--- src/core_pkg.sv ---
`default_nettype none

package core_pkg;

	////////////////////////////////////////
	// Widths
	////////////////////////////////////////

	localparam int data_w     = 16;
	localparam int reg_addr_w = 4;
	localparam int num_regs   = 16;
	localparam int imm_w      = 8;
	localparam int page_w     = 8;

	////////////////////////////////////////
	// Opcodes
	////////////////////////////////////////

	// Codes 9 to 15 are illegal
	typedef enum logic [3:0] {
		OP_NOP  = 4'h0,
		OP_ADD  = 4'h1,
		OP_SUB  = 4'h2,
		OP_AND  = 4'h3,
		OP_OR   = 4'h4,
		OP_XOR  = 4'h5,
		OP_SLL  = 4'h6,
		OP_LI   = 4'h7,
		OP_ADDI = 4'h8
	} opcode_t;

	typedef struct packed {
		logic [3:0]            opcode;
		logic [reg_addr_w-1:0] rd;
		logic [reg_addr_w-1:0] rs;
		logic [reg_addr_w-1:0] rt;
	} r_fmt_t;

	typedef struct packed {
		logic [3:0]            opcode;
		logic [reg_addr_w-1:0] rd;
		logic [imm_w-1:0]      imm8;
	} i_fmt_t;

	// Same 16 bits, register or immediate view
	typedef union packed {
		r_fmt_t r_fmt;
		i_fmt_t i_fmt;
	} inst_word_u;

	////////////////////////////////////////
	// LED pages
	////////////////////////////////////////

	typedef enum logic [page_w-1:0] {
		PAGE_STATUS      = 8'h00,
		PAGE_INST        = 8'h01,
		PAGE_FIELDS      = 8'h02,
		PAGE_OP_A        = 8'h03,
		PAGE_OP_B        = 8'h04,
		PAGE_RESULT      = 8'h05,
		PAGE_ILLEGAL_CNT = 8'h06,
		PAGE_REG_BASE    = 8'h10
	} led_page_t;

endpackage

`default_nettype wire

--- src/decode_if.sv ---
`timescale 1ns/1ns
`default_nettype none

// One decoded instruction, decode to execute
interface decode_if;

	logic                              valid;
	logic                              ready;
	core_pkg::opcode_t                 op;
	logic [core_pkg::reg_addr_w-1:0]   rd;
	logic [core_pkg::reg_addr_w-1:0]   rs;
	logic [core_pkg::reg_addr_w-1:0]   rt;
	logic [core_pkg::imm_w-1:0]        imm;
	core_pkg::inst_word_u              word;

	modport producer (
		output valid,
		output op,
		output rd,
		output rs,
		output rt,
		output imm,
		output word,
		input  ready
	);

	modport consumer (
		input  valid,
		input  op,
		input  rd,
		input  rs,
		input  rt,
		input  imm,
		input  word,
		output ready
	);

endinterface

`default_nettype wire

--- src/inst_decoder.sv ---
`timescale 1ns/1ns
`default_nettype none

module inst_decoder (
	input  logic                        clk,
	input  logic                        rst_n,
	input  logic                        inst_valid,
	output logic                        inst_ready,
	input  core_pkg::inst_word_u        inst_word,
	decode_if.producer                  dec,
	output logic [core_pkg::data_w-1:0] illegal_cnt,
	output logic                        decoder_error,
	output core_pkg::inst_word_u        last_word
);

	function automatic logic is_legal(input logic [3:0] code);
		case (code)
			core_pkg::OP_NOP,
			core_pkg::OP_ADD,
			core_pkg::OP_SUB,
			core_pkg::OP_AND,
			core_pkg::OP_OR,
			core_pkg::OP_XOR,
			core_pkg::OP_SLL,
			core_pkg::OP_LI,
			core_pkg::OP_ADDI: return 1'b1;
			default:           return 1'b0;
		endcase
	endfunction

	logic                            stage_valid;
	logic                            load;
	logic                            legal;
	logic                            imm_fmt;
	logic [3:0]                      code;
	core_pkg::opcode_t               op_q;
	logic [core_pkg::reg_addr_w-1:0] rd_q;
	logic [core_pkg::reg_addr_w-1:0] rs_q;
	logic [core_pkg::reg_addr_w-1:0] rt_q;
	logic [core_pkg::imm_w-1:0]      imm_q;
	core_pkg::inst_word_u            word_q;

	// Stage accepts when empty or handing on
	assign inst_ready = !stage_valid || dec.ready;
	assign load       = inst_valid && inst_ready;
	assign code       = inst_word.r_fmt.opcode;
	assign legal      = is_legal(code);
	assign imm_fmt    = (code == core_pkg::OP_LI) || (code == core_pkg::OP_ADDI);

	always_ff @(posedge clk) begin
		if (!rst_n) begin
			stage_valid   <= 1'b0;
			illegal_cnt   <= '0;
			decoder_error <= 1'b0;
		end else begin
			if (load) begin
				stage_valid <= legal;
			end else if (dec.ready) begin
				stage_valid <= 1'b0;
			end
			// Illegal words stop here
			if (load && !legal) begin
				decoder_error <= 1'b1;
				if (illegal_cnt != '1) begin
					illegal_cnt <= illegal_cnt + 1'b1;
				end
			end
		end
	end

	always_ff @(posedge clk) begin
		if (load) begin
			last_word <= inst_word;
		end
		if (load && legal) begin
			op_q   <= core_pkg::opcode_t'(code);
			rd_q   <= inst_word.r_fmt.rd;
			word_q <= inst_word;
			if (imm_fmt) begin
				rs_q  <= '0;
				rt_q  <= '0;
				imm_q <= inst_word.i_fmt.imm8;
			end else begin
				rs_q  <= inst_word.r_fmt.rs;
				rt_q  <= inst_word.r_fmt.rt;
				imm_q <= '0;
			end
		end
	end

	assign dec.valid = stage_valid;
	assign dec.op    = op_q;
	assign dec.rd    = rd_q;
	assign dec.rs    = rs_q;
	assign dec.rt    = rt_q;
	assign dec.imm   = imm_q;
	assign dec.word  = word_q;

	a_dec_legal: assert property (@(posedge clk) disable iff (!rst_n)
		dec.valid |-> is_legal(dec.op))
		else $error("illegal opcode reached execute");

endmodule

`default_nettype wire

--- src/register_file.sv ---
`timescale 1ns/1ns
`default_nettype none

module register_file (
	input  logic                                           clk,
	input  logic                                           rst_n,
	input  logic [core_pkg::reg_addr_w-1:0]                rd_addr_a,
	input  logic [core_pkg::reg_addr_w-1:0]                rd_addr_b,
	output logic [core_pkg::data_w-1:0]                    rd_data_a,
	output logic [core_pkg::data_w-1:0]                    rd_data_b,
	input  logic                                           wr_en,
	input  logic [core_pkg::reg_addr_w-1:0]                wr_addr,
	input  logic [core_pkg::data_w-1:0]                    wr_data,
	output logic [core_pkg::num_regs*core_pkg::data_w-1:0] debug_flat
);

	logic [core_pkg::data_w-1:0] regs [core_pkg::num_regs];

	always_ff @(posedge clk) begin
		if (!rst_n) begin
			for (int i = 0; i < core_pkg::num_regs; i++) begin
				regs[i] <= '0;
			end
		end else if (wr_en) begin
			regs[wr_addr] <= wr_data;
		end
	end

	// Reads see the old value during a write
	assign rd_data_a = regs[rd_addr_a];
	assign rd_data_b = regs[rd_addr_b];

	// r0 in the low word
	for (genvar g = 0; g < core_pkg::num_regs; g++) begin : g_flat
		assign debug_flat[g*core_pkg::data_w +: core_pkg::data_w] = regs[g];
	end

endmodule

`default_nettype wire

--- src/exec_unit.sv ---
`timescale 1ns/1ns
`default_nettype none

module exec_unit (
	input  logic                            clk,
	input  logic                            rst_n,
	decode_if.consumer                      dec,
	output logic [core_pkg::reg_addr_w-1:0] rd_addr_a,
	output logic [core_pkg::reg_addr_w-1:0] rd_addr_b,
	input  logic [core_pkg::data_w-1:0]     rd_data_a,
	input  logic [core_pkg::data_w-1:0]     rd_data_b,
	output logic                            wr_en,
	output logic [core_pkg::reg_addr_w-1:0] wr_addr,
	output logic [core_pkg::data_w-1:0]     wr_data,
	output logic                            res_valid,
	input  logic                            res_ready,
	output logic [core_pkg::reg_addr_w-1:0] res_rd,
	output logic [core_pkg::data_w-1:0]     res_data,
	output logic [core_pkg::data_w-1:0]     op_a,
	output logic [core_pkg::data_w-1:0]     op_b
);

	localparam int ext_w = core_pkg::data_w - core_pkg::imm_w;

	logic                        accept;
	logic                        has_result;
	logic [core_pkg::data_w-1:0] opnd_a;
	logic [core_pkg::data_w-1:0] opnd_b;
	logic [core_pkg::data_w-1:0] result;

	// Result register empty or draining this cycle
	assign dec.ready  = !res_valid || res_ready;
	assign accept     = dec.valid && dec.ready;
	assign has_result = (dec.op != core_pkg::OP_NOP);

	////////////////////////////////////////
	// Operands
	////////////////////////////////////////

	// ADDI accumulates into rd
	assign rd_addr_a = (dec.op == core_pkg::OP_ADDI) ? dec.rd : dec.rs;
	assign rd_addr_b = dec.rt;
	assign opnd_a    = rd_data_a;

	always_comb begin
		case (dec.op)
			core_pkg::OP_LI:   opnd_b = {{ext_w{1'b0}}, dec.imm};
			core_pkg::OP_ADDI: opnd_b = {{ext_w{dec.imm[core_pkg::imm_w-1]}}, dec.imm};
			default:           opnd_b = rd_data_b;
		endcase
	end

	always_comb begin
		case (dec.op)
			core_pkg::OP_ADD:  result = opnd_a + opnd_b;
			core_pkg::OP_SUB:  result = opnd_a - opnd_b;
			core_pkg::OP_AND:  result = opnd_a & opnd_b;
			core_pkg::OP_OR:   result = opnd_a | opnd_b;
			core_pkg::OP_XOR:  result = opnd_a ^ opnd_b;
			core_pkg::OP_SLL:  result = opnd_a << opnd_b[3:0];
			core_pkg::OP_LI:   result = opnd_b;
			core_pkg::OP_ADDI: result = opnd_a + opnd_b;
			default:           result = '0;
		endcase
	end

	////////////////////////////////////////
	// Write-back and result
	////////////////////////////////////////

	// Single write per instruction, at acceptance
	assign wr_en   = accept && has_result;
	assign wr_addr = dec.rd;
	assign wr_data = result;

	always_ff @(posedge clk) begin
		if (!rst_n) begin
			res_valid <= 1'b0;
		end else if (accept && has_result) begin
			res_valid <= 1'b1;
		end else if (res_ready) begin
			res_valid <= 1'b0;
		end
	end

	always_ff @(posedge clk) begin
		if (accept && has_result) begin
			res_rd   <= dec.rd;
			res_data <= result;
			op_a     <= opnd_a;
			op_b     <= opnd_b;
		end
	end

	a_res_hold: assert property (@(posedge clk) disable iff (!rst_n)
		res_valid && !res_ready |=> res_valid && $stable(res_data) && $stable(res_rd))
		else $error("result changed while stalled");

	// Decode must hold its stage while we stall it
	a_dec_hold: assert property (@(posedge clk) disable iff (!rst_n)
		dec.valid && !dec.ready |=> dec.valid && $stable(dec.word))
		else $error("decode stage dropped a stalled instruction");

endmodule

`default_nettype wire

--- src/led_debug_mux.sv ---
`timescale 1ns/1ns
`default_nettype none

module led_debug_mux (
	input  logic [15:0]                                    sw,
	output logic [15:0]                                    led,
	input  logic                                           inst_valid,
	input  logic                                           inst_ready,
	input  logic                                           dec_valid,
	input  logic                                           res_valid,
	input  logic                                           res_ready,
	input  logic                                           decoder_error,
	input  core_pkg::inst_word_u                           last_word,
	input  logic [core_pkg::data_w-1:0]                    illegal_cnt,
	input  logic [core_pkg::data_w-1:0]                    op_a,
	input  logic [core_pkg::data_w-1:0]                    op_b,
	input  logic [core_pkg::data_w-1:0]                    res_data,
	input  logic [core_pkg::reg_addr_w-1:0]                res_rd,
	input  logic [core_pkg::num_regs*core_pkg::data_w-1:0] debug_flat
);

	logic [core_pkg::page_w-1:0] page;
	logic                        reg_page;
	logic                        imm_word;

	assign page     = sw[15:8];
	assign reg_page = (page & 8'hF0) == core_pkg::PAGE_REG_BASE;

	// Immediate words carry no rs or rt
	assign imm_word = (last_word.i_fmt.opcode == core_pkg::OP_LI) ||
		(last_word.i_fmt.opcode == core_pkg::OP_ADDI);

	always_comb begin
		case (page)
			// Flags on odd bits, last result's rd in the low nibble
			core_pkg::PAGE_STATUS: led = {
				inst_valid, 1'b0,
				inst_ready, 1'b0,
				dec_valid, 1'b0,
				res_valid, 1'b0,
				res_ready, 1'b0,
				decoder_error, 1'b0,
				res_rd
			};
			core_pkg::PAGE_INST:        led = last_word;
			core_pkg::PAGE_FIELDS: led = {
				last_word.r_fmt.opcode,
				last_word.r_fmt.rd,
				imm_word ? 8'h00 : {last_word.r_fmt.rs, last_word.r_fmt.rt}
			};
			core_pkg::PAGE_OP_A:        led = op_a;
			core_pkg::PAGE_OP_B:        led = op_b;
			core_pkg::PAGE_RESULT:      led = res_data;
			core_pkg::PAGE_ILLEGAL_CNT: led = illegal_cnt;
			default: begin
				if (reg_page) begin
					led = debug_flat[page[3:0]*core_pkg::data_w +: core_pkg::data_w];
				end else begin
					led = sw;
				end
			end
		endcase
	end

endmodule

`default_nettype wire

--- src/core_top.sv ---
`timescale 1ns/1ns
`default_nettype none

module core_top (
	input  logic                            clk,
	input  logic                            rst_n,
	input  logic                            inst_valid,
	output logic                            inst_ready,
	input  logic [core_pkg::data_w-1:0]     inst_word,
	output logic                            res_valid,
	input  logic                            res_ready,
	output logic [core_pkg::reg_addr_w-1:0] res_rd,
	output logic [core_pkg::data_w-1:0]     res_data,
	input  logic [15:0]                     sw,
	output logic [15:0]                     led
);

	logic [core_pkg::reg_addr_w-1:0]                rd_addr_a;
	logic [core_pkg::reg_addr_w-1:0]                rd_addr_b;
	logic [core_pkg::data_w-1:0]                    rd_data_a;
	logic [core_pkg::data_w-1:0]                    rd_data_b;
	logic                                           wr_en;
	logic [core_pkg::reg_addr_w-1:0]                wr_addr;
	logic [core_pkg::data_w-1:0]                    wr_data;
	logic [core_pkg::num_regs*core_pkg::data_w-1:0] debug_flat;
	logic [core_pkg::data_w-1:0]                    illegal_cnt;
	logic                                           decoder_error;
	core_pkg::inst_word_u                           last_word;
	logic [core_pkg::data_w-1:0]                    op_a;
	logic [core_pkg::data_w-1:0]                    op_b;

	decode_if dec_ch ();

	inst_decoder u_decoder (
		.clk           (clk),
		.rst_n         (rst_n),
		.inst_valid    (inst_valid),
		.inst_ready    (inst_ready),
		.inst_word     (inst_word),
		.dec           (dec_ch),
		.illegal_cnt   (illegal_cnt),
		.decoder_error (decoder_error),
		.last_word     (last_word)
	);

	register_file u_regs (
		.clk        (clk),
		.rst_n      (rst_n),
		.rd_addr_a  (rd_addr_a),
		.rd_addr_b  (rd_addr_b),
		.rd_data_a  (rd_data_a),
		.rd_data_b  (rd_data_b),
		.wr_en      (wr_en),
		.wr_addr    (wr_addr),
		.wr_data    (wr_data),
		.debug_flat (debug_flat)
	);

	exec_unit u_exec (
		.clk       (clk),
		.rst_n     (rst_n),
		.dec       (dec_ch),
		.rd_addr_a (rd_addr_a),
		.rd_addr_b (rd_addr_b),
		.rd_data_a (rd_data_a),
		.rd_data_b (rd_data_b),
		.wr_en     (wr_en),
		.wr_addr   (wr_addr),
		.wr_data   (wr_data),
		.res_valid (res_valid),
		.res_ready (res_ready),
		.res_rd    (res_rd),
		.res_data  (res_data),
		.op_a      (op_a),
		.op_b      (op_b)
	);

	led_debug_mux u_led (
		.sw            (sw),
		.led           (led),
		.inst_valid    (inst_valid),
		.inst_ready    (inst_ready),
		.dec_valid     (dec_ch.valid),
		.res_valid     (res_valid),
		.res_ready     (res_ready),
		.decoder_error (decoder_error),
		.last_word     (last_word),
		.illegal_cnt   (illegal_cnt),
		.op_a          (op_a),
		.op_b          (op_b),
		.res_data      (res_data),
		.res_rd        (res_rd),
		.debug_flat    (debug_flat)
	);

endmodule

`default_nettype wire

--- config.mk ---
export PLATFORM = sky130hd
export DESIGN_NAME = core_top
export DESIGN_NICKNAME = d
export VERILOG_FILES = /design/src/core_pkg.sv /design/src/decode_if.sv /design/src/inst_decoder.sv /design/src/register_file.sv /design/src/exec_unit.sv /design/src/led_debug_mux.sv /design/src/core_top.sv
export SDC_FILE = /design/constraint.sdc
export NUM_CORES = 1
export LEC_CHECK = 0
export ABC_CLOCK_PERIOD_IN_PS = 6800
export BUFFER_PORTS_ARGS = -buffer_cell sky130_fd_sc_hd__buf_2
export CORE_ASPECT_RATIO = 1.4
export CORE_MARGIN = 3
export CORE_UTILIZATION = 58
export CTS_CLUSTER_SIZE = 24
export DETAILED_ROUTE_END_ITERATION = 7
export HOLD_SLACK_MARGIN = 0.12
export PLACE_DENSITY = 0.79
export SETUP_SLACK_MARGIN = 0.05
export SLEW_MARGIN = 0
export SYNTH_ARGS = -nofsm -noshare
export SYNTH_HDL_FRONTEND = slang
export SYNTH_HIERARCHICAL = 1
export SYNTH_SLANG_ARGS = --single-unit
--- constraint.sdc ---
create_clock -name clk -period 6.8 [get_ports clk]
set_input_delay 1.36 -clock clk [delete_from_list [all_inputs] [get_ports clk]]
set_output_delay 1.36 -clock clk [all_outputs]
set_load 0.02 [all_outputs]
==> flow_summary.yaml <==
detailed_routing:
  drc: 0
  routed-via-count: 17800
  dr.pass1.iters: 8
  wl_per_cell_um: 32.5
  drt_iter0_markers: 2363
  drt-total-wl_um: 79300
  vias_per_cell: 7.28
  final_antenna_net_count: 0
timing:
  holdWs_ns: 0.476
  worst_slew_margin_rel_pct: 15.7
  max_freq_mhz: 161
  fin_skew_ns: 0.0180
  period_share_pct: 91.6
  rsz0062_at_grt: "false"
  finalHoldViolCount: 0
  tightestPinTransition_ns: 1.25
  setup_violations: 0
  fin_tns_setup_ns: 0
  min_period_ns: 6.23
  finalMaxSlewViolations: 0
  timing.final.ws_setup_ns: 0.573
power_and_ir_drop:
  p_sw_share_pct: 30.7
  p_comb_share_pct: 23.5
  power.share.sequential_pct: 43.0
  total_power_mw: 6.16
  intPower_mw: 4.27
  power_density_mw_per_mm2: 238
  pwr-share-clk_pct: 33.5
  power.leakage_nw: 9.40
  power.net_switching_mw: 1.89
  irDropWorstVdd_mv: 0.150
placement:
  numPortBuffers: 73
  numPlacedInstances: 2373
  hpwl_um: 55200
  gp_congestion: 1.03
  place_ws_ns: 0.728
synthesis:
  syn_avg_cell_area_um2: 12.9
  syn_nets: 1929
  synth_area_mm2: 0.0237
  synth_warnings: 6
  syn_inst: 1844
clock_network:
  path_clk_slew_ns: 0.07
  clock_latency_ns: 0.55
  ctsResizeCount: 0
  tritoncts: "yes"
  cts-root-buf: "clkbuf_16"
  cts_made_buffers: 37
  cts_htree_levels: 2
  clk_path_buf_depth: 3
  cts_sinks: 367
  cts_setup_buffers: 0
  holdBufCountCts: 0
global_route:
  antenna_found_initial: 6
  grt_pass1_wl_um: 116000
  grtUsageTotal_pct: 36.7
  grt_max_degree: 51
  grt-ovfl-total: 0
  grt_pass1_vias: 18000
worst_setup_path:
  setup.worst_path.end_class: "register"
  crit_path_cell_trace: "nor4b_1, buf_4, nand2_1, nand2_4, mux4_2, a22oi_1, nand2_1, buf_4, ha_1, fa_1, a21o_1, a21oi_1, o21ai_0, a211o_1, a311oi_1, mux2i_1, nand4_1, buf_4, and2_1"
  crit_fanout: 21
  r2r_slack_ns: 0.57
  worstPathBufferInverterCount: 3
  r2r.worst_path.cells: 19
  critPathSlowestCell: "edfxtp_1"
  reg2reg_to: "u_regs/regs[3][14]$_SDFFCE_PN0P_"
  critPathMaxStageDelay_ns: 0.60
  path_class: "register to register"
  timing.rr.start: "u_decoder/dec.op[2]$_DFFE_PP_"
  cp.required_ns: 7.10
  crit_family: "compound AO/OA/AOI/OAI gates"
  worstSetupStartpointType: "register"
  crit_top_cell: "buf_4"
  cp.arrival_ns: 6.52
final_layout:
  fin_cells: 2440
  final_cell_mix: "348 x edfxtp_1, 284 x and2_1, 201 x mux4_2"
  drive_above_1_share_pct: 25.0
  fillers: 2986
  layout.nets: 1963
  final_common_cell: "edfxtp_1"
  area_growth_pct: 9.16
floorplanning:
  pin_count: 74
  die_h_um: 245
  die-area_mm2: 0.0434
  start_util_pct: 58.8
  dieWidth_um: 177
  fp-row-count: 87
  coreArea_mm2: 0.0404
hold_path:
  hold_end: "u_decoder/decoder_error$_SDFFE_PN0P_"
  hp-start: "u_decoder/decoder_error$_SDFFE_PN0P_"
  holdPathStages: 1
  min_path_type: "register to register"
run_status:
  status: "complete, no violations"
flow_run:
  drv_cap: 0
worst reg2reg max path, delay by kind of cell (launching register included):
kind / cells / cell delay (ns)
AOI/OAI and AO/OA: 6 / 1.78
and+or+nand+nor: 6 / 1.40
muxes: 2 / 0.87
adders and majority gates: 2 / 0.70
buffers and inverters: 3 / 0.63
DFF: 1 / 0.60
state kept, by name (all words and copies together), names as in the netlist:
| register | count |
|---|---|
| u_exec/op_b | 16 |
| u_decoder/dec.rd | 3 |
| u_exec/op_a | 16 |
| u_decoder/dec.op | 4 |
| u_decoder/dec.word | 1 |
| u_exec/res_data | 16 |
| u_regs/regs | 256 |
| u_decoder/dec.rt | 4 |
| u_decoder/dec.imm | 8 |
| u_exec/res_rd | 4 |
| u_exec/res_valid | 1 |
| u_decoder/last_word | 16 |
| u_decoder/dec.valid | 1 |
| u_decoder/illegal_cnt | 16 |
| u_decoder/dec.rs | 4 |
| u_decoder/decoder_error | 1 |
per-layer routing:
metal / GRT usage (%) / share of wire (%) / up-vias
met5: 0 / 0.015 / -
met4: 26.2 / 9.1 / 2
met3: 8.16 / 11 / 400
met2: 61.0 / 49 / 1342
met1: 41.8 / 31 / 8697
li1: - / - / 7316
power groups by stage:
stage / combinational [mW] / sequential [mW] / clock (mW)
global placement: 1.37 / 2.69 / 0
global route: 1.51 / 2.66 / 2.16
floorplan: 0.911 / 2.67 / 0
CTS: 1.40 / 2.65 / 2.08
detailed placement: 1.39 / 2.70 / 0
finish: 1.45 / 2.65 / 2.06
how the worst max path moves through the flow:
stage	startpoint	endpoint	slack, ns	depth (start not counted)
after global placement	u_decoder/dec.op[2]$_DFFE_PP_	u_regs/regs[12][14]$_SDFFCE_PN0P_	0.79	19
after global routing	u_decoder/dec.op[2]$_DFFE_PP_	u_regs/regs[9][13]$_SDFFCE_PN0P_	0.35	17
after detailed placement	u_decoder/dec.op[2]$_DFFE_PP_	u_regs/regs[3][14]$_SDFFCE_PN0P_	0.73	18
after CTS	u_decoder/dec.op[2]$_DFFE_PP_	u_regs/regs[3][14]$_SDFFCE_PN0P_	0.65	19
final	u_decoder/dec.op[2]$_DFFE_PP_	u_regs/regs[3][14]$_SDFFCE_PN0P_	0.57	19
after floorplan	res_ready	u_regs/regs[10][0]$_SDFFCE_PN0P_	0.1	4
per-stage QoR:
stage	cell area, um2	util, %
final	25900	64.2
after detailed placement	24700	61.2
after global routing	25900	64.2
after global placement	24700	61.2
after floorplan	23700	-
after CTS	25900	64.2
area by class of cell:
class	count	area (um2)	share of cell area [%]
inverters	43	164	0.632
clock buffers	45	977	3.77
repair buffers	147	966	3.73
well taps	534	668	2.58
diodes	3	7.51	0.0290
clock inverters	19	208	0.801
flip-flops and latches	367	10800	41.8
multi-input cells	1282	12100	46.7
Power figures use the tool's default switching activity.
